`src/hdl/mem_types_pkg.sv`:
```
`default_nettype none

package mem_types_pkg;

   // access size, 3 behaves as word
   typedef enum logic [1:0] {
      size_word = 2'd0,
      size_byte = 2'd1,
      size_half = 2'd2
   } mem_size_e;

   // memory-mapped uart data register
   localparam logic [31:0] uart_addr = 32'h1000_0000;

   // one access from execute
   typedef struct packed {
      logic [31:0] addr;
      mem_size_e   size;
      logic [31:0] wdata;
      logic        store;
      logic        unsigned_ld;
      logic        valid;
   } mem_req_t;

   // ram data word, seen whole or per byte lane
   typedef union packed {
      logic [31:0]     word;
      logic [3:0][7:0] lanes;
   } data_word_u;

endpackage

`default_nettype wire

```
`src/hdl/store_align.sv`:
```
`timescale 1ns/100ps
`default_nettype none

module store_align (
   input  mem_types_pkg::mem_size_e   size,
   input  wire [1:0]                  offset,
   input  wire [31:0]                 wdata,
   output mem_types_pkg::data_word_u  lane_wdata,
   output logic [3:0]                 lane_be
);

   logic [31:0] masked;
   logic [3:0]  be;

   // trim to access size, lane 0 based
   always_comb begin
      case (size)
         mem_types_pkg::size_byte: begin
            masked = {24'h00_0000, wdata[7:0]};
            be     = 4'b0001;
         end
         mem_types_pkg::size_half: begin
            masked = {16'h0000, wdata[15:0]};
            be     = 4'b0011;
         end
         default: begin
            masked = wdata;
            be     = 4'b1111;
         end
      endcase
   end

   // move up to the addressed lane
   always_comb begin
      lane_wdata.word = masked << {offset, 3'b000};
      lane_be         = be << offset; // upper enables fall off
   end

endmodule

`default_nettype wire
```
`config.mk`:
```
export PLATFORM = sky130hd
export DESIGN_NAME = store_align
export DESIGN_NICKNAME = d
export VERILOG_FILES = /design/src/hdl/mem_types_pkg.sv /design/src/hdl/store_align.sv
export SDC_FILE = /design/constraint.sdc
export NUM_CORES = 1
export LEC_CHECK = 0
export ABC_AREA = 1
export BUFFER_PORTS_ARGS = -buffer_cell sky130_fd_sc_hd__buf_2
export CAP_MARGIN = 10
export CORE_UTILIZATION = 44
export DETAILED_ROUTE_END_ITERATION = 8
export PLACE_DENSITY = 0.91
export SLEW_MARGIN = 20
export SYNTH_ARGS = -nofsm -noshare
export SYNTH_HDL_FRONTEND = slang
export SYNTH_SLANG_ARGS = --single-unit
```
`constraint.sdc`:
```
create_clock -name vclk -period 3.05
set_input_delay 0.305 -clock vclk [all_inputs]
set_output_delay 0.305 -clock vclk [all_outputs]
set_load 0.1 [all_outputs]
```
==> results.cfg <==
[die]
die_h_um = 45.42
die_area_um2 = 2063
pin_count = 72
start_util_pct = 47.53
die_w_um = 45.42
rows = 15
core_area_um2 = 1745

[sta]
max_freq_mhz = 422.3
finalSetupViolCount = 0
worstMarginPinSlew_ns = 0.4953
whs_ns = 1.097
finalCriticalPeriod_ns = 2.368
worst_slack_ns = 0.6818
setup_tns_ns = 0
timing_hold_violations_final = 0
slew_headroom_pct = 67.21
drv_slew = 0
rsz0062_at_grt = no
fin_crit_sh_pct = 77.65

[cts]
hold_buffers = 0
cts_setup_buffers = 0
cts_resized = 0

[finish]
fin_nets = 278
regArea_um2 = 0
clockBufferCount = 0
multi_input_area_um2 = 648.1
final_cell_mix = buf_2, nand2_1, nand3_1
drive_gt1_share_pct = 35.29
area_growth_pct = 37.10
mostFrequentLayoutCell = buf_2
final_util_pct = 65.16
nFlopsAndLatches = 0
fillerInstances = 190
antenna_cells = 0

[placement]
portBuffers = 72
hpwlAfterDp_mm = 2.217
pre_cts_slack_ns = 0.6908
gp_congestion = 0.9038

[yosys]
synth_top_family_by_area = simple AND/OR/NAND/NOR gates
yosys_warnings = 0
syn_area_um2 = 829.5
muxShareOfSynthArea_pct = 0
synth-simple-area-share_pct = 68.17
yosysUniqueCellTypes = 19
synth_xor_area_share_pct = 0
yosysSeqAreaShare_pct = 0
syn_inst = 174
synth.avg_cell_area_um2 = 4.768
yosys.area_share.adder_pct = 3.017
synth-compound-area-share_pct = 6.938
synth_nets = 212

[grt]
grt_busiest_layer = met2
track_usage_pct = 26.27
grt_util_met2_pct = 41.71
use_met3_pct = 0
grt_pass1_wl_mm = 4.181
grt_antenna_before_repair = 0
globalRouteMet1Util_pct = 38.81
grt_pass1_vias = 1017
grt_max_degree = 21
overflow = 0

[power]
swShare_pct = 83.06
vdd_drop_max_mv = 0.2616
power_density_nw_per_um2 = 397.3
finalPower_uw = 451.8
pwr-share-seq_pct = 0
p_int_uw = 76.52
combPwrFrac_pct = 100.0
p_switching_uw = 375.3
p_clk_share_pct = 0
power_leakage_nw = 0.7974

[worst_setup_path]
required_ns = 2.74
end_kind = output port
start_kind = primary input
cp_max_fo = 16
critical_path_class = primary input to output port
cp-endpoint = lane_wdata[22]
critical_path.startpoint = size[0]
arrival_ns = 2.06

[drt]
finalWirelength_mm = 2.799
initialDrtViolationCount = 70
drc_errors = 0
drt-pass1-iter-count = 4
vias = 1320
final_antenna_net_count = 0
avgRoutedWirePerCell_um = 10.64
viasPerCell = 5.019

[hold_path]
min_path_cells = 4
hp-class = primary input to output port

[flow_run]
drv_cap = 0

[outcome]
run_status = finished, final reports clean
-- how the worst min path moves through the flow --
stage	start	to	slack, ns
6_report	wdata[7]	lane_wdata[7]	1.10
5_1_grt	wdata[4]	lane_wdata[4]	1.11
4_1_cts	wdata[2]	lane_wdata[2]	1.10
3_5_place_dp	wdata[4]	lane_wdata[4]	1.10
3_3_place_gp	wdata[0]	lane_wdata[0]	1.09
2_1_floorplan	offset[1]	lane_be[0]	0.87
-- final cells by class --
class	instances	area share (%)
Inverter	22	7.921
Multi-Input combinational cell	143	56.99
Tap cell	25	2.750
Timing Repair Buffer	73	32.34
-- synth_stat cells (2+ instances only) --
master / number / share of area (%)
nand2_1: 69 / 31
nand3_1: 32 / 19
nor2_1: 22 / 10
inv_1: 18 / 8.1
o21ai_0: 5 / 3.0
buf_4: 3 / 2.7
buf_6: 3 / 4.1
nand2_2: 3 / 2.3
nor2_4: 3 / 4.1
o21ai_1: 3 / 1.8
a21oi_1: 2 / 1.2
buf_8: 2 / 3.6
ha_1: 2 / 3.0
inv_2: 2 / 0.91
-- critical path, cell delays in order --
cell	delay (ns)
buf_2	0.09
inv_1	0.04
ha_1	0.56
buf_4	0.25
nor2_1	0.08
nor2_1	0.13
nand2_1	0.09
nand3_1	0.08
buf_2	0.42
-- per-stage QoR --
stage / area [um^2] / instances
floorplan: 829.5 / 174
CTS: 1137 / 263
finish: 1137 / 263
global route: 1137 / 263
global placement: 1137 / 263
detailed placement: 1137 / 263
-- logic make-up (layout without fill, tap and decap cells) --
| family | count (synthesis) | count (layout) |
|---|---|---|
| buf+inv | 31 | 95 |
| compound gates | 11 | 11 |
| fa+ha+maj | 2 | 2 |
| simple gates | 130 | 130 |
-- per-layer routing --
layer / part of all wire (%) / up-vias
met5: 0 / -
met4: 2.0 / 0
met3: 7.3 / 6
met2: 47 / 63
met1: 44 / 582
li1: - / 669
-- power groups by stage --
stage	sequential, mW	clock (mW)	combinational, mW
finish	0	0	0.452
global route	0	0	0.472
CTS	0	0	0.451
detailed placement	0	0	0.450
global placement	0	0	0.447
floorplan	0	0	0.385
(Power assumes the default switching activity.)
