`config.mk`:
```
export PLATFORM = sky130hd
export DESIGN_NAME = mem_access_ctrl
export DESIGN_NICKNAME = d
export VERILOG_FILES = /design/src/hdl/mem_types_pkg.sv /design/src/hdl/pipe_types_pkg.sv /design/src/hdl/mem_access_ctrl.sv
export SDC_FILE = /design/constraint.sdc
export NUM_CORES = 1
export LEC_CHECK = 0
export BUFFER_PORTS_ARGS = -buffer_cell sky130_fd_sc_hd__buf_2
export CAP_MARGIN = 20
export CORE_AREA = 2 2 145 147
export CTS_CLUSTER_DIAMETER = 200
export DETAILED_ROUTE_END_ITERATION = 8
export DIE_AREA = 0 0 147 149
export SLEW_MARGIN = 20
export SYNTH_ARGS = -nofsm -noshare
export SYNTH_HDL_FRONTEND = slang
export SYNTH_SLANG_ARGS = --single-unit
```
`constraint.sdc`:
```
create_clock -name clk -period 4.63 [get_ports clk]
set_input_delay 0.6945 -clock clk [delete_from_list [all_inputs] [get_ports clk]]
set_output_delay 0.6945 -clock clk [all_outputs]
set_load 0.01 [all_outputs]
```
`src/hdl/mem_types_pkg.sv`:
```
`default_nettype none

package mem_types_pkg;

   // access size, 3 behaves as word
   typedef enum logic [1:0] {
      size_word = 2'd0,
      size_byte = 2'd1,
      size_half = 2'd2
   } mem_size_e;

   // memory-mapped uart data register
   localparam logic [31:0] uart_addr = 32'h1000_0000;

   // one access from execute
   typedef struct packed {
      logic [31:0] addr;
      mem_size_e   size;
      logic [31:0] wdata;
      logic        store;
      logic        unsigned_ld;
      logic        valid;
   } mem_req_t;

   // ram data word, seen whole or per byte lane
   typedef union packed {
      logic [31:0]     word;
      logic [3:0][7:0] lanes;
   } data_word_u;

endpackage

`default_nettype wire

```
`src/hdl/pipe_types_pkg.sv`:
```
`default_nettype none

package pipe_types_pkg;

   // register writeback fields riding along with the access
   typedef struct packed {
      logic [4:0]  rd;
      logic        reg_we;
      logic        mem_to_reg;
      logic [31:0] alu_result;
   } wb_side_t;

   // result handed to the register file
   typedef struct packed {
      logic [31:0] wdata;
      logic        we;
      logic [4:0]  rd;
   } wb_out_t;

endpackage

`default_nettype wire

```
`src/hdl/mem_access_ctrl.sv`:
```
`timescale 1ns/100ps
`default_nettype none

module mem_access_ctrl #(
   parameter int addr_bits = 12
) (
   input  wire                        clk,
   input  wire                        rst_n,
   input  wire                        run,
   input  mem_types_pkg::mem_req_t    req,
   input  pipe_types_pkg::wb_side_t   side,
   input  wire [31:0]                 load_addr,
   input  wire [31:0]                 load_data,
   input  wire                        load_we,
   input  mem_types_pkg::data_word_u  lane_wdata,
   input  wire [3:0]                  lane_be,
   input  wire [31:0]                 ld_word,
   output logic [addr_bits-3:0]       wr_index,
   output mem_types_pkg::data_word_u  wr_data,
   output logic [3:0]                 wr_en,
   output logic [addr_bits-3:0]       rd_index,
   output logic [1:0]                 ld_offset,
   output mem_types_pkg::mem_size_e   ld_size,
   output logic                       ld_unsigned,
   output pipe_types_pkg::wb_out_t    wb,
   output logic [31:0]                uart_data,
   output logic                       uart_we
);

   logic        uart_hit;
   logic        core_store;
   logic        ram_store;
   logic        uart_store;
   logic        we_r;
   logic [4:0]  rd_r;
   logic        mem_to_reg_r;
   logic [31:0] alu_result_r;
   logic        uart_ld_r;

   assign uart_hit   = (req.addr == mem_types_pkg::uart_addr);
   assign core_store = req.valid && req.store;
   assign ram_store  = core_store && !uart_hit;
   assign uart_store = core_store && uart_hit;

   // all lanes read every cycle
   assign rd_index = req.addr[addr_bits-1:2];

   // core store wins, a colliding loader word is lost
   always_comb begin
      wr_index = req.addr[addr_bits-1:2];
      wr_data  = lane_wdata;
      wr_en    = 4'b0000;
      if (ram_store) begin
         wr_en = lane_be;
      end else if (load_we) begin
         wr_index     = load_addr[addr_bits-1:2];
         wr_data.word = load_data;
         wr_en        = 4'b1111;
      end
   end

   always_ff @(posedge clk) begin
      if (!rst_n) begin
         uart_we <= 1'b0;
         we_r    <= 1'b0;
      end else begin
         uart_we <= uart_store;
         we_r    <= run && side.reg_we;
      end
   end

   // payload, follows the read by one cycle
   always_ff @(posedge clk) begin
      if (uart_store)
         uart_data <= lane_wdata.word; // already positioned by offset
      rd_r         <= side.rd;
      mem_to_reg_r <= side.mem_to_reg;
      alu_result_r <= side.alu_result;
      uart_ld_r    <= uart_hit;
      ld_offset    <= req.addr[1:0];
      ld_size      <= req.size;
      ld_unsigned  <= req.unsigned_ld;
   end

   always_comb begin
      wb.we = we_r;
      wb.rd = rd_r;
      if (!mem_to_reg_r)
         wb.wdata = alu_result_r;
      else if (uart_ld_r)
         wb.wdata = 32'h0000_0000; // uart reads back as zero
      else
         wb.wdata = ld_word;
   end

endmodule

`default_nettype wire

```
==> impl_metrics.csv <==
group,metric,value,unit
timing,finalSetupViolations,0,
power,seqPwrFrac,41.0,%
yosys,synth_top_area_cell,"edfxtp_1",
yosys,yosysMostFrequentCell,"nand2_1",
worst_setup_path,crit_arrival,2.84,ns
timing,layout_min_cycle_time,3.53,ns
final_layout,fin_util,29.0,%
power,p_comb_share,18.3,%
power,swShare,26.5,%
floorplanning,die_w,147,um
power,peakVddDrop,0.000128,V
clocking,cts_made_buffers,9,
power,powerDensity,302,nW/um^2
grt,grt.total_usage,12.2,%
final_layout,area_growth,54.9,%
timing,finalMaxSlewViolations,0,
placement,portBuffers,321,
clocking,ctsLongestPathBuffers,2,
timing,fmax,283,MHz
power,power.share.clock,40.7,%
timing,hold_viol,0,
yosys,synth_seq_area_share,48.9,%
final_layout,nFillCells,2178,
floorplanning,rows,53,
grt,grt_overflow,0,
clocking,clkSlewWorstSetupHoldPaths,0.06,ns
floorplanning,io_pins,376,
yosys,synth-seq-cells,78,
routing,antenna_left,0,
yosys,yosysUniqueCellTypes,26,
run_status,status,"finished, final reports clean",
yosys,yosysTopAreaCellShare,25.0,%
timing,rsz0062_at_grt,"no",
clocking,cts_hold_repair.buffers,0,
power,power.internal,0.00132,W
timing,totalNegativeSetupSlack,0,ns
yosys,yosys_warnings,0,
placement,gp_congestion,0.777,
worst_setup_path,worstSetupPathType,"primary input to output port",
floorplanning,die_area,21900,um^2
floorplanning,die_h,149,um
routing,via_count,4001,
timing,period_share,76.3,%
placement,pre_cts_ws,1.06,ns
worst_setup_path,required,3.94,ns
routing,routed_via_density,4.14,
power,p_leak,2.90,nW
clocking,postCtsSetupBuffers,0,
final_layout,layout-drive-gt1-share,58.1,%
worst_setup_path,critPathLaunchType,"primary input",
yosys,ys_async_sr_fraction,0,%
yosys,synthesis.area,3850,um^2
grt,grt_antenna_before_repair,1,
yosys,synthesis.instances,387,
yosys,synthTopCellsByCount,"nand2_1, dfxtp_1, o211ai_1",
clocking,cts_tree,"yes",
routing,wl,14000,um
timing,fin_ws,1.10,ns
min_path,hp-class,"primary input to flop",
yosys,synth_area_leaders,"edfxtp_1, dfxtp_1, o211ai_2",
routing,dr.pass1.iters,4,
grt,grt_start_max_net_pins,47,
power,p_switching,0.000477,W
final_layout,multi_input_area,1640,um^2
worst_setup_path,crit_path_end_kind,"output port",
clocking,numClockSinks,78,
clocking,htreeDepth,3,
timing,relSlewSlack,55.6,%
worst_setup_path,crit_fanout,36,
yosys,synth_nets,631,
floorplanning,core_area,20600,um^2
yosys,avgSynthCellArea,9.95,um^2
grt,grt_pass1_wl,20200,um
floorplanning,start_util,18.7,%
routing,routedWlPerCell,14.5,um
routing,route.detailed.drc,0,
yosys,synth_edf_count,32,
job,drv_cap,0,
placement,dp_hpwl,10700,um
routing,drt_iter0_drc,99,
grt,grt_pass1_vias,3804,
clocking,ctsResizeCount,0,
final_layout,nNetsFinal,929,
final_layout,regArea,1880,um^2
timing,max_slew.worst_pin.slew,0.665,ns
clocking,clockRootBuffer,"clkbuf_16",
yosys,synthFlopType,"dfxtp_1",
worst paths after layout:
path	startpoint	endpoint	slack, ns	cells past startpoint
max	req[38]	wr_en[0]	1.10	8
min	side[22]	alu_result_r[22]	0.45	1
power groups by stage:
stage / combinational [W] / sequential, W / clock (W)
floorplan: 0.000162 / 0.000757 / 0
global placement: 0.000329 / 0.000754 / 0
detailed placement: 0.000332 / 0.000755 / 0
CTS: 0.000333 / 0.000739 / 0.000767
global route: 0.000360 / 0.000741 / 0.000800
finish: 0.000329 / 0.000739 / 0.000733
placed cells by master, fill, tap and decap left out, drive strengths merged:
cell type  Yosys  layout
nand2         64      64
nor3           1       1
nand3b         1       1
mux2           4       4
clkbuf        27      11
and3           1       1
o21a           1       1
buf           15     329
o211ai        64      64
a31o          10      10
nor2b          1       1
nand4          2       2
edfxtp        32      32
nor4b          1       1
inv           32      32
o21ai         33      33
clkinvlp       0       1
nor4           7       7
nor2           1       1
a21boi        10      10
and2           2       2
clkinv         0       4
nand2b        32      32
dfxtp         46      46
diode          0       1
worst max-delay path, stage by stage:
cell	delay [ns]
buf_2	0.11
nor4_1	0.38
nand4_2	0.13
buf_4	0.30
o21a_2	0.40
buf_4	0.34
mux2_4	0.34
buf_2	0.14
layer usage:
layer | wire [um] | GRT usage, %
met1 | 5680 | 13.8
met2 | 6920 | 21.8
met3 | 1200 | 3.73
met4 | 174 | 4.13
met5 | 0 | 0
cell type report:
class                   instances  share of cell area [%]
clock buffers                  11                    4.62
well taps                     275                    5.77
diodes                          1                  0.0420
inverters                      32                    2.01
clock inverters                 5                   0.650
flip-flops and latches         78                    31.6
repair buffers                329                    27.9
multi-input cells             235                    27.4
flip-flops by register name, indices dropped and copies added, names as in the netlist:
signal        cells
rd_r              5
ld_offset         2
alu_result_r     32
we_r              1
uart_ld_r         1
ld_size           2
uart_we           1
uart_data        32
ld_unsigned       1
mem_to_reg_r      1
kinds of logic after synthesis:
logic type	synth area share, %
AND/OR/NAND/NOR	15.3
AO/OA/AOI/OAI	25.2
flip-flops	48.9
multiplexers	1.56
buffers and inverters	9.06
metrics by stage:
stage	power, W	instance area (um^2)	std cells	hold WS (ns)
finish	0.00180	5960	966	0.454
floorplan	0.000918	3850	387	0.722
global placement	0.00108	5640	949	0.797
CTS	0.00184	5960	965	0.434
global route	0.00190	5960	966	0.430
detailed placement	0.00109	5640	949	0.798
Power figures use the tool's default switching activity.
