## config.mk

```make
export PLATFORM = sky130hd
export DESIGN_NAME = load_extract
export DESIGN_NICKNAME = d
export VERILOG_FILES = /design/src/hdl/mem_types_pkg.sv /design/src/hdl/load_extract.sv
export SDC_FILE = /design/constraint.sdc
export NUM_CORES = 1
export LEC_CHECK = 0
export ABC_AREA = 1
export CAP_MARGIN = 0
export CORE_MARGIN = 3
export CORE_UTILIZATION = 35
export DETAILED_ROUTE_END_ITERATION = 10
export DONT_BUFFER_PORTS = 1
export SYNTH_ARGS = -nofsm -noshare
export SYNTH_HDL_FRONTEND = slang
export SYNTH_SLANG_ARGS = --single-unit
```

## constraint.sdc

```tcl
create_clock -name vclk -period 1.9
set_clock_uncertainty 0.1 [all_clocks]
set_input_delay 0.285 -clock vclk [all_inputs]
set_output_delay 0.285 -clock vclk [all_outputs]
set_load 0.02 [all_outputs]
```

## src/hdl/mem_types_pkg.sv

```systemverilog
`default_nettype none

package mem_types_pkg;

   // access size, 3 behaves as word
   typedef enum logic [1:0] {
      size_word = 2'd0,
      size_byte = 2'd1,
      size_half = 2'd2
   } mem_size_e;

   // memory-mapped uart data register
   localparam logic [31:0] uart_addr = 32'h1000_0000;

   // one access from execute
   typedef struct packed {
      logic [31:0] addr;
      mem_size_e   size;
      logic [31:0] wdata;
      logic        store;
      logic        unsigned_ld;
      logic        valid;
   } mem_req_t;

   // ram data word, seen whole or per byte lane
   typedef union packed {
      logic [31:0]     word;
      logic [3:0][7:0] lanes;
   } data_word_u;

endpackage

`default_nettype wire

```

## src/hdl/load_extract.sv

```systemverilog
`timescale 1ns/100ps
`default_nettype none

module load_extract (
   input  mem_types_pkg::data_word_u  word,
   input  wire [1:0]                  offset,
   input  mem_types_pkg::mem_size_e   size,
   input  wire                        unsigned_ld,
   output logic [31:0]                ld_word
);

   logic        fill;
   logic [63:0] wide;
   logic [63:0] shifted;
   logic [7:0]  sel_byte;
   logic [15:0] sel_half;

   // top fill for the word shift
   assign fill    = !unsigned_ld && word.word[31];
   assign wide    = {{32{fill}}, word.word};
   assign shifted = wide >> {offset, 3'b000};

   assign sel_byte = word.lanes[offset];
   assign sel_half = shifted[15:0];

   always_comb begin
      case (size)
         mem_types_pkg::size_byte: begin
            if (unsigned_ld)
               ld_word = {24'h00_0000, sel_byte};
            else
               ld_word = {{24{sel_byte[7]}}, sel_byte};
         end
         mem_types_pkg::size_half: begin
            if (unsigned_ld)
               ld_word = {16'h0000, sel_half};
            else
               ld_word = {{16{sel_half[15]}}, sel_half};
         end
         default:
            ld_word = shifted[31:0]; // word, also size 3
      endcase
   end

endmodule

`default_nettype wire

```

==> results by group, run 1 <==
Outcome
  – Status: finished clean

Finish
  – Layout cells sized above 1: 23.5%
  – # diodes: 0
  – Clkbuf count: 0
  – Design Area, Final: 1180 µm²
  – Area growth syn-to-layout: 19.4%
  – Sequential cells: 0
  – Nets@finish: approximately 250
  – Seq. cell area: 0 µm²
  – Filler cells: 316

Synthesis
  – Synthesized area per cell: between 5 and 6 µm²
  – Post-synth top area cell: nand3_1
  – Synth cell count leaders: 75 x nand2_1, 70 x nand3_1, 8 x and3_1, 8 x nand2_2
  – Synth unique cells: 15
  – Synthesized area: around 1000 µm²
  – Post-Syn Instances: 195
  – Synth Net Count: approximately 230
  – Most frequent cell after synthesis: nand2_1
  – Ranking of synthesized cells by area: nand3_1 35%, nand2_1 28%, buf_6 6.8%
  – Post-synth top area share: 35.3%
  – Seq/Total Area, Yosys: 0%
  – Ys Warns: 0

Critical path
  – Critical Path End Type: output pin
  – CP Class: in -> out
  – Critical Path AT: ~1.4 ns
  – Required @ worst endpoint: about 1.5 ns
  – Crit path launch type: primary input
  – Crit-path max FO: 24

STA
  – Worst-margin pin slew: 0.501 ns
  – Final setup fails: 0
  – Setup TNS: 0 ns
  – Final min period: between 1.5 and 2 ns
  – Final hold violation count: 0
  – Fmax: 563 MHz
  – Slew margin rel.: about two thirds
  – Final period util: 93.4%
  – RSZ-0062 raised after global routing: no
  – Max Slew Vio Count: 0
  – Min setup slack post-route: 0.125 ns

Flow run
  – Max-Cap Viols: 0

Floorplan
  – Number of I/O pins: about 70
  – Starting density of the core: 38.3%
  – Die Y: 59.2 µm
  – Row cnt: 18
  – DIE WIDTH: 59.2 µm
  – Total core area: roughly 2600 µm²
  – Die ar.: 3510 µm²

Placed design
  – Detail Placement HPWL: 2.49 mm
  – GPL Wtd Cong: between 0.7 and 0.8
  – Post-DP Area: 1140 µm²
  – Dpl ws: roughly 0.073 ns
  – Number of port buffers: 0

GRT
  – Met1 usage: 26.9%
  – GRT Total Usage: 18.7%
  – Initial antenna violation count: 0
  – First-pass GRT wire length: 5.41 mm
  – Met2 Use GR: between 30% and 40%
  – Met3 Usage GRT: under 10%
  – Largest net degree at the start of global routing: 27
  – GRT overflow: 0
  – Top Usage Layer GRT: met2
  – Vias in the first global route: around 1,200

Route
  – Via count: between 1,000 and 1,500
  – Avg WL per Cell: around 14 µm
  – 1st-iter DRT viols: approximately 110
  – 1st-pass router iterations: 4
  – Vias/cell: approximately 5.6
  – WL final: approximately 3.4 mm
  – Antenna Nets Post-Route: 0
  – DRC Markers: 0

Pwr
  – Power Total: around 0.45 mW
  – Pleak: ~0.71 nW
  – Peak VDD IR: between 0.15 and 0.2 mV
  – PD cells: 376 nW/µm²

CTS
  – Hold buffer count at cts: 0

Min path
  – Hold WC Path Type: in -> out
worst paths after layout:
path,from,endpoint,slack [ns],cells after the start
setup / recovery,size[0],ld_word[18],0.12,7
hold / removal,offset[1],ld_word[0],0.76,2
layout by cell type, fill, tap and decap left out:
cell type,count
a21boi_4,1
buf_12,2
buf_4,32
nor3_1,1
inv_2,1
inv_4,1
nand3_2,4
nor2_1,1
nand2_1,75
nor3_2,1
inv_1,6
nand3_1,70
nand2_2,8
and3_1,8
ha_1,2
repair_timing:
| action | CTS | global route |
|---|---|---|
| gates resized for setup | 0 | 1 |
| endpoints found under the setup margin | 0 | 13 |
| buffers inserted | 0 | 5 |
worst max-delay path: stages:
cell,delay [ns]
inv_1,0.02
ha_1,0.33
nor3_1,0.24
nand3_2,0.12
buf_12,0.17
nand3_1,0.08
buf_4,0.14
stage by stage:
| stage | instances | util [%] | hold slack [ns] |
|---|---|---|---|
| detailed placement | 238 | 44.1 | 0.756 |
| global route | 243 | 45.7 | 0.764 |
| global placement | 238 | 44.1 | 0.752 |
| CTS | 238 | 44.1 | 0.758 |
| floorplan | 195 | - | 0.762 |
| finish | 243 | 45.7 | 0.756 |
power by group:
part | switching (mW) | total (mW) | internal [mW] | leakage (nW)
clock network | 0 | 0 | 0 | 0
logic | 0.266 | 0.445 | 0.179 | 0.705
registers | 0 | 0 | 0 | 0
total | 0.266 | 0.445 | 0.179 | 0.705
final cells by class:
type,count,area [µm²],area share [%]
multi-input cells,171,835,70.4
repair buffers,34,280,23.7
well taps,30,37.5,3.17
inverters,8,32.5,2.75
logic make-up (layout without fill, tap and decap cells):
logic type	Yosys count	after routing	synth area share, %
AOI/OAI and AO/OA	1	1	1.89
and+or+nand+nor	168	168	79.2
adders and majority gates	2	2	2.52
buffers and inverters	24	42	16.4
metal layers:
metal,routed length (µm),up-vias,share of wire [%]
met4,3,0,0.089
met3,318,2,9.4
met2,1530,61,45
met1,1520,618,45
li1,-,690,-
met5,0,-,0
(Power assumes the default switching activity.)
==> inputs of run 2 (changes only) <==
--- a/config.mk
+++ b/config.mk
@@ -7,6 +7,7 @@
 export LEC_CHECK = 0
 export ABC_AREA = 1
 export CAP_MARGIN = 0
+export CORE_ASPECT_RATIO = 2
 export CORE_MARGIN = 3
 export CORE_UTILIZATION = 35
 export DETAILED_ROUTE_END_ITERATION = 10
==> run 2 against run 1 <==
Against the previous run: non-clock buffer count fell by 5; power is 0.40% higher; hold slack gained 0.0042 ns; setup slack barely moved; maximum frequency is essentially flat; critical path type unchanged; via count down 0.80%; flip-flop and latch count unchanged; largest cell class unchanged; global-route usage increased by 0.60 points; core utilization is 0.88 points lower.
==> results by group, run 2 (same netlist as run 1, synthesis figures left out) <==
Outcome
  – Status: finished clean

Route
  – Vias/cell: roughly 5.8
  – 1st-pass router iterations: 4
  – WL final: 3.52 mm
  – Via count: about 1,400
  – Antenna Nets Post-Route: 0
  – 1st-iter DRT viols: 38
  – Avg WL per Cell: 14.9 µm
  – DRC Markers: 0

Floorplan
  – Number of I/O pins: a little under 70
  – Die Y: 81.3 µm
  – Starting density of the core: 37.7%
  – Total core area: about 2600 µm²
  – Die ar.: 3550 µm²
  – Row cnt: 26
  – DIE WIDTH: 43.7 µm

Critical path
  – CP cell instances: inv_1 > ha_1 > nor3_1 > nand3_2 > buf_12 > nand3_1 > buf_4
  – Bufs and invs on worst path: 3
  – Crit path launch type: primary input
  – Critical Path AT: approximately 1.4 ns
  – CP delay by family, top: simple AND/OR/NAND/NOR gates
  – Critical Path End Type: output pin
  – Crit-path max FO: 16
  – Slowest CP cell: ha_1
  – Crit path largest cell delay: around 0.33 ns
  – Required @ worst endpoint: about 1.5 ns
  – CP Class: in -> out

Finish
  – Most common cell after layout, fill and taps aside: nand2_1
  – Multi-input logic area: ~830 µm²
  – Most frequent cells in the layout: 75 x nand2_1, 70 x nand3_1, 24 x buf_4
  – Clkbuf count: 0
  – Sequential cells: 0
  – Seq. cell area: 0 µm²
  – Filler cells: slightly below 300
  – Core Util, Final: between 40 and 50%
  – Design Area, Final: roughly 1200 µm²
  – # diodes: 0
  – Area growth syn-to-layout: 19.2%
  – Layout cells sized above 1: a little over a fifth
  – Nets@finish: between 200 and 250

GRT
  – Met2 Use GR: approximately two fifths
  – GRT overflow: 0
  – Met1 usage: approximately 20%
  – Met3 Usage GRT: under 10%
  – Largest net degree at the start of global routing: 29
  – First-pass GRT wire length: about 5.5 mm
  – Vias in the first global route: approximately 1,300
  – GRT Total Usage: about a fifth
  – Initial antenna violation count: 0
  – Top Usage Layer GRT: met2

Flow run
  – Max-Cap Viols: 0

CTS
  – Hold buffer count at cts: 0

STA
  – Max Slew Vio Count: 0
  – Final hold violation count: 0
  – Final period util: 93.4%
  – Final setup fails: 0
  – RSZ-0062 raised after global routing: no
  – Final min period: about 1.8 ns
  – Worst-margin pin slew: around 0.50 ns
  – Slew margin rel.: roughly two thirds
  – Fmax: 563 MHz
  – Min Hold Slack: between 0.7 and 0.8 ns

Pwr
  – Peak VDD IR: 0.160 mV
  – PD cells: between 300 and 400 nW/µm²
  – Pleak: just under 0.7 nW

Placed design
  – GPL Wtd Cong: 0.794
  – Detail Placement HPWL: 2.61 mm
  – Post-DP Area: around 1200 µm²
  – Number of port buffers: 0

Min path
  – Hold WC Path Type: in -> out
[run 2: what timing repair did]
item                                    in CTS  in global routing
setup buffers                                1                  0
endpoints found under the setup margin      16                  7
gates resized for setup                      0                  1
pin swaps                                    1                  0
[run 2: path summary, 6_finish.rpt]
check                 cells past startpoint      start  slack (ns)     endpoint
worst max-delay path                      7    size[0]        0.13  ld_word[23]
worst min-delay path                      2  offset[1]        0.76   ld_word[5]
[run 2: per-stage QoR]
stage                     power, mW  setup slack, ns   TNS, ns  instances
after global routing          0.488           0.0517         0        236
after detailed placement      0.447          -0.0276    -0.177        235
final                         0.447            0.125         0        236
after global placement        0.445         -0.00828  -0.00828        235
after floorplan               0.325            0.147         0        195
after CTS                     0.451           0.0738         0        236
[run 2: power breakdown]
| part | internal (mW) | leakage (nW) | switching (mW) | total (mW) |
|---|---|---|---|---|
| Clock | 0 | 0 | 0 | 0 |
| Sequential | 0 | 0 | 0 | 0 |
| Combinational | 0.179 | 0.693 | 0.268 | 0.447 |
| Total | 0.179 | 0.693 | 0.268 | 0.447 |
[run 2: layout make-up]
type	count	share of cell area [%]
well taps	28	2.96
multi-input cells	171	70.6
inverters	8	2.75
repair buffers	29	23.7
[run 2: per-layer routing]
metal / routed length (µm) / up-vias
met4: 110 / 0
met1: 1230 / 607
met2: 1860 / 68
met3: 322 / 8
met5: 0 / -
li1: - / 677
==> inputs of run 3 (changes only) <==
--- a/config.mk
+++ b/config.mk
@@ -12,6 +12,8 @@
 export CORE_UTILIZATION = 35
 export DETAILED_ROUTE_END_ITERATION = 10
 export DONT_BUFFER_PORTS = 1
+export PLACE_DENSITY = 0.59
+export SKIP_LAST_GASP = 1
 export SYNTH_ARGS = -nofsm -noshare
 export SYNTH_HDL_FRONTEND = slang
 export SYNTH_SLANG_ARGS = --single-unit
==> constraint.sdc (replaced) <==
create_clock -name vclk -period 1.6
set_clock_uncertainty 0.1 [all_clocks]
set_input_delay 0.24 -clock vclk [all_inputs]
set_output_delay 0.24 -clock vclk [all_outputs]
set_load 0.02 [all_outputs]
==> run 3 against run 2 <==
Against the previous run: hold slack got worse by 0.15 ns; via count down 2.1%; die area did not move; largest cell class unchanged; combinational power up 20%.
==> results by group, run 3 (same netlist as run 1, synthesis figures left out) <==
Critical path
  – Critical Path End Type: output pin
  – Crit-path max FO: 6
  – CP Class: in -> out
  – Crit path launch type: primary input
  – Required @ worst endpoint: between 1 and 1.5 ns
  – Critical Path AT: between 1 and 1.5 ns

Flow run
  – Max-Cap Viols: 0

Finish
  – # diodes: 0
  – Layout cells sized above 1: roughly a quarter
  – Design Area, Final: 1240 µm²
  – Nets@finish: approximately 240
  – Area growth syn-to-layout: 24.6%
  – Seq. cell area: 0 µm²
  – Clkbuf count: 0
  – Most frequent cells in the layout: 69 x nand3_1, 66 x nand2_1, 17 x nand2_2
  – Most common cell after layout, fill and taps aside: nand3_1
  – Sequential cells: 0

STA
  – Min setup slack post-route: a little under 0.02 ns
  – Fmax: roughly 630 MHz
  – Min Hold Slack: 0.612 ns
  – Worst-margin pin slew: 0.283 ns
  – Max Slew Vio Count: 0
  – Final setup fails: 0
  – Setup TNS: 0 ns
  – Slew margin rel.: 81.1%
  – Final period util: 98.8%
  – Final hold violation count: 0
  – RSZ-0062 raised after global routing: yes
  – Final min period: roughly 1.6 ns

Pwr
  – PD cells: approximately 430 nW/µm²
  – Pleak: ~0.68 nW
  – Peak VDD IR: ~0.2 mV

Route
  – Avg WL per Cell: around 16 µm
  – Via count: 1,331
  – Vias/cell: 5.79
  – 1st-pass router iterations: 4
  – 1st-iter DRT viols: 36
  – WL final: approximately 3.7 mm
  – DRC Markers: 0
  – Antenna Nets Post-Route: 0

GRT
  – GRT Total Usage: roughly a fifth
  – GRT overflow: 0
  – First-pass GRT wire length: around 5.5 mm
  – Largest net degree at the start of global routing: 29
  – Vias in the first global route: approximately 1,200
  – Initial antenna violation count: 0

Min path
  – Hold WC Path Type: in -> out

Placed design
  – GPL Wtd Cong: slightly above 0.9
  – Post-DP Area: between 1000 and 1500 µm²
  – Detail Placement HPWL: between 2 and 3 mm
  – Dpl ws: -0.0923 ns
  – Number of port buffers: 0

Floorplan
  – Die ar.: 3550 µm²
  – Number of I/O pins: between 60 and 70
  – Die Y: ~80 µm
  – Total core area: 2640 µm²
  – Starting density of the core: between 30% and 40%
  – Row cnt: 26
  – DIE WIDTH: 43.7 µm

CTS
  – Setup Fix Bufs, Post-CTS: 0

Outcome
  – Status: finished clean
## run 3: cell types whose count changed in the layout (fill, tap and decap cells not counted), moves of 6 or more
cell | previous run | this run
buf_4 | 24 | 11
nand2_1 | 75 | 66
nand2_2 | 8 | 17
buf_6 | 0 | 6
## run 3: worst max-delay path: stages
cell	delay, ns
inv_2	0.03
ha_4	0.25
nor3_4	0.20
nand3_4	0.13
clkbuf_16	0.18
nand3_1	0.08
buf_6	0.12
## run 3: stage by stage
| stage | utilization [%] | cells | total power, mW |
|---|---|---|---|
| after global routing | 46.9 | 230 | 0.577 |
| after global placement | 43.2 | 228 | 0.507 |
| after detailed placement | 43.2 | 228 | 0.509 |
| after CTS | 44.0 | 228 | 0.516 |
| after floorplan | - | 195 | 0.394 |
| final | 46.9 | 230 | 0.535 |
## run 3: cell type report
type	instances	area, µm²
fillers	298	1400
multi-input cells	171	893
repair buffers	23	275
well taps	28	35.0
inverters	8	32.5
## run 3: worst paths after layout
path                  startpoint     endpoint  slack, ns  depth (start not counted)
worst max-delay path     size[0]  ld_word[16]       0.02                          7
worst min-delay path   offset[1]  ld_word[14]       0.61                          3
## run 3: power by group
part | total (mW) | switching [mW] | internal (mW)
logic | 0.535 | 0.330 | 0.205
clock network | 0 | 0 | 0
registers | 0 | 0 | 0
total | 0.535 | 0.330 | 0.205
## run 3: repair_timing
| item | 4_1_cts | 5_1_grt |
|---|---|---|
| gates resized for setup | 3 | 10 |
| setup endpoints to repair | 28 | 24 |
| gates cloned | 0 | 2 |
| hold endpoints to repair | 0 | 0 |
| hold buffers | 0 | 0 |
## run 3: metal layers
metal | vias up | part of all wire [%] | global-route usage, %
li1 | 666 | - | -
met1 | 603 | 33 | 19.2
met2 | 58 | 58 | 40.6
met3 | 4 | 7.7 | 1.77
met4 | 0 | 1.5 | 2.72
met5 | - | 0 | 0
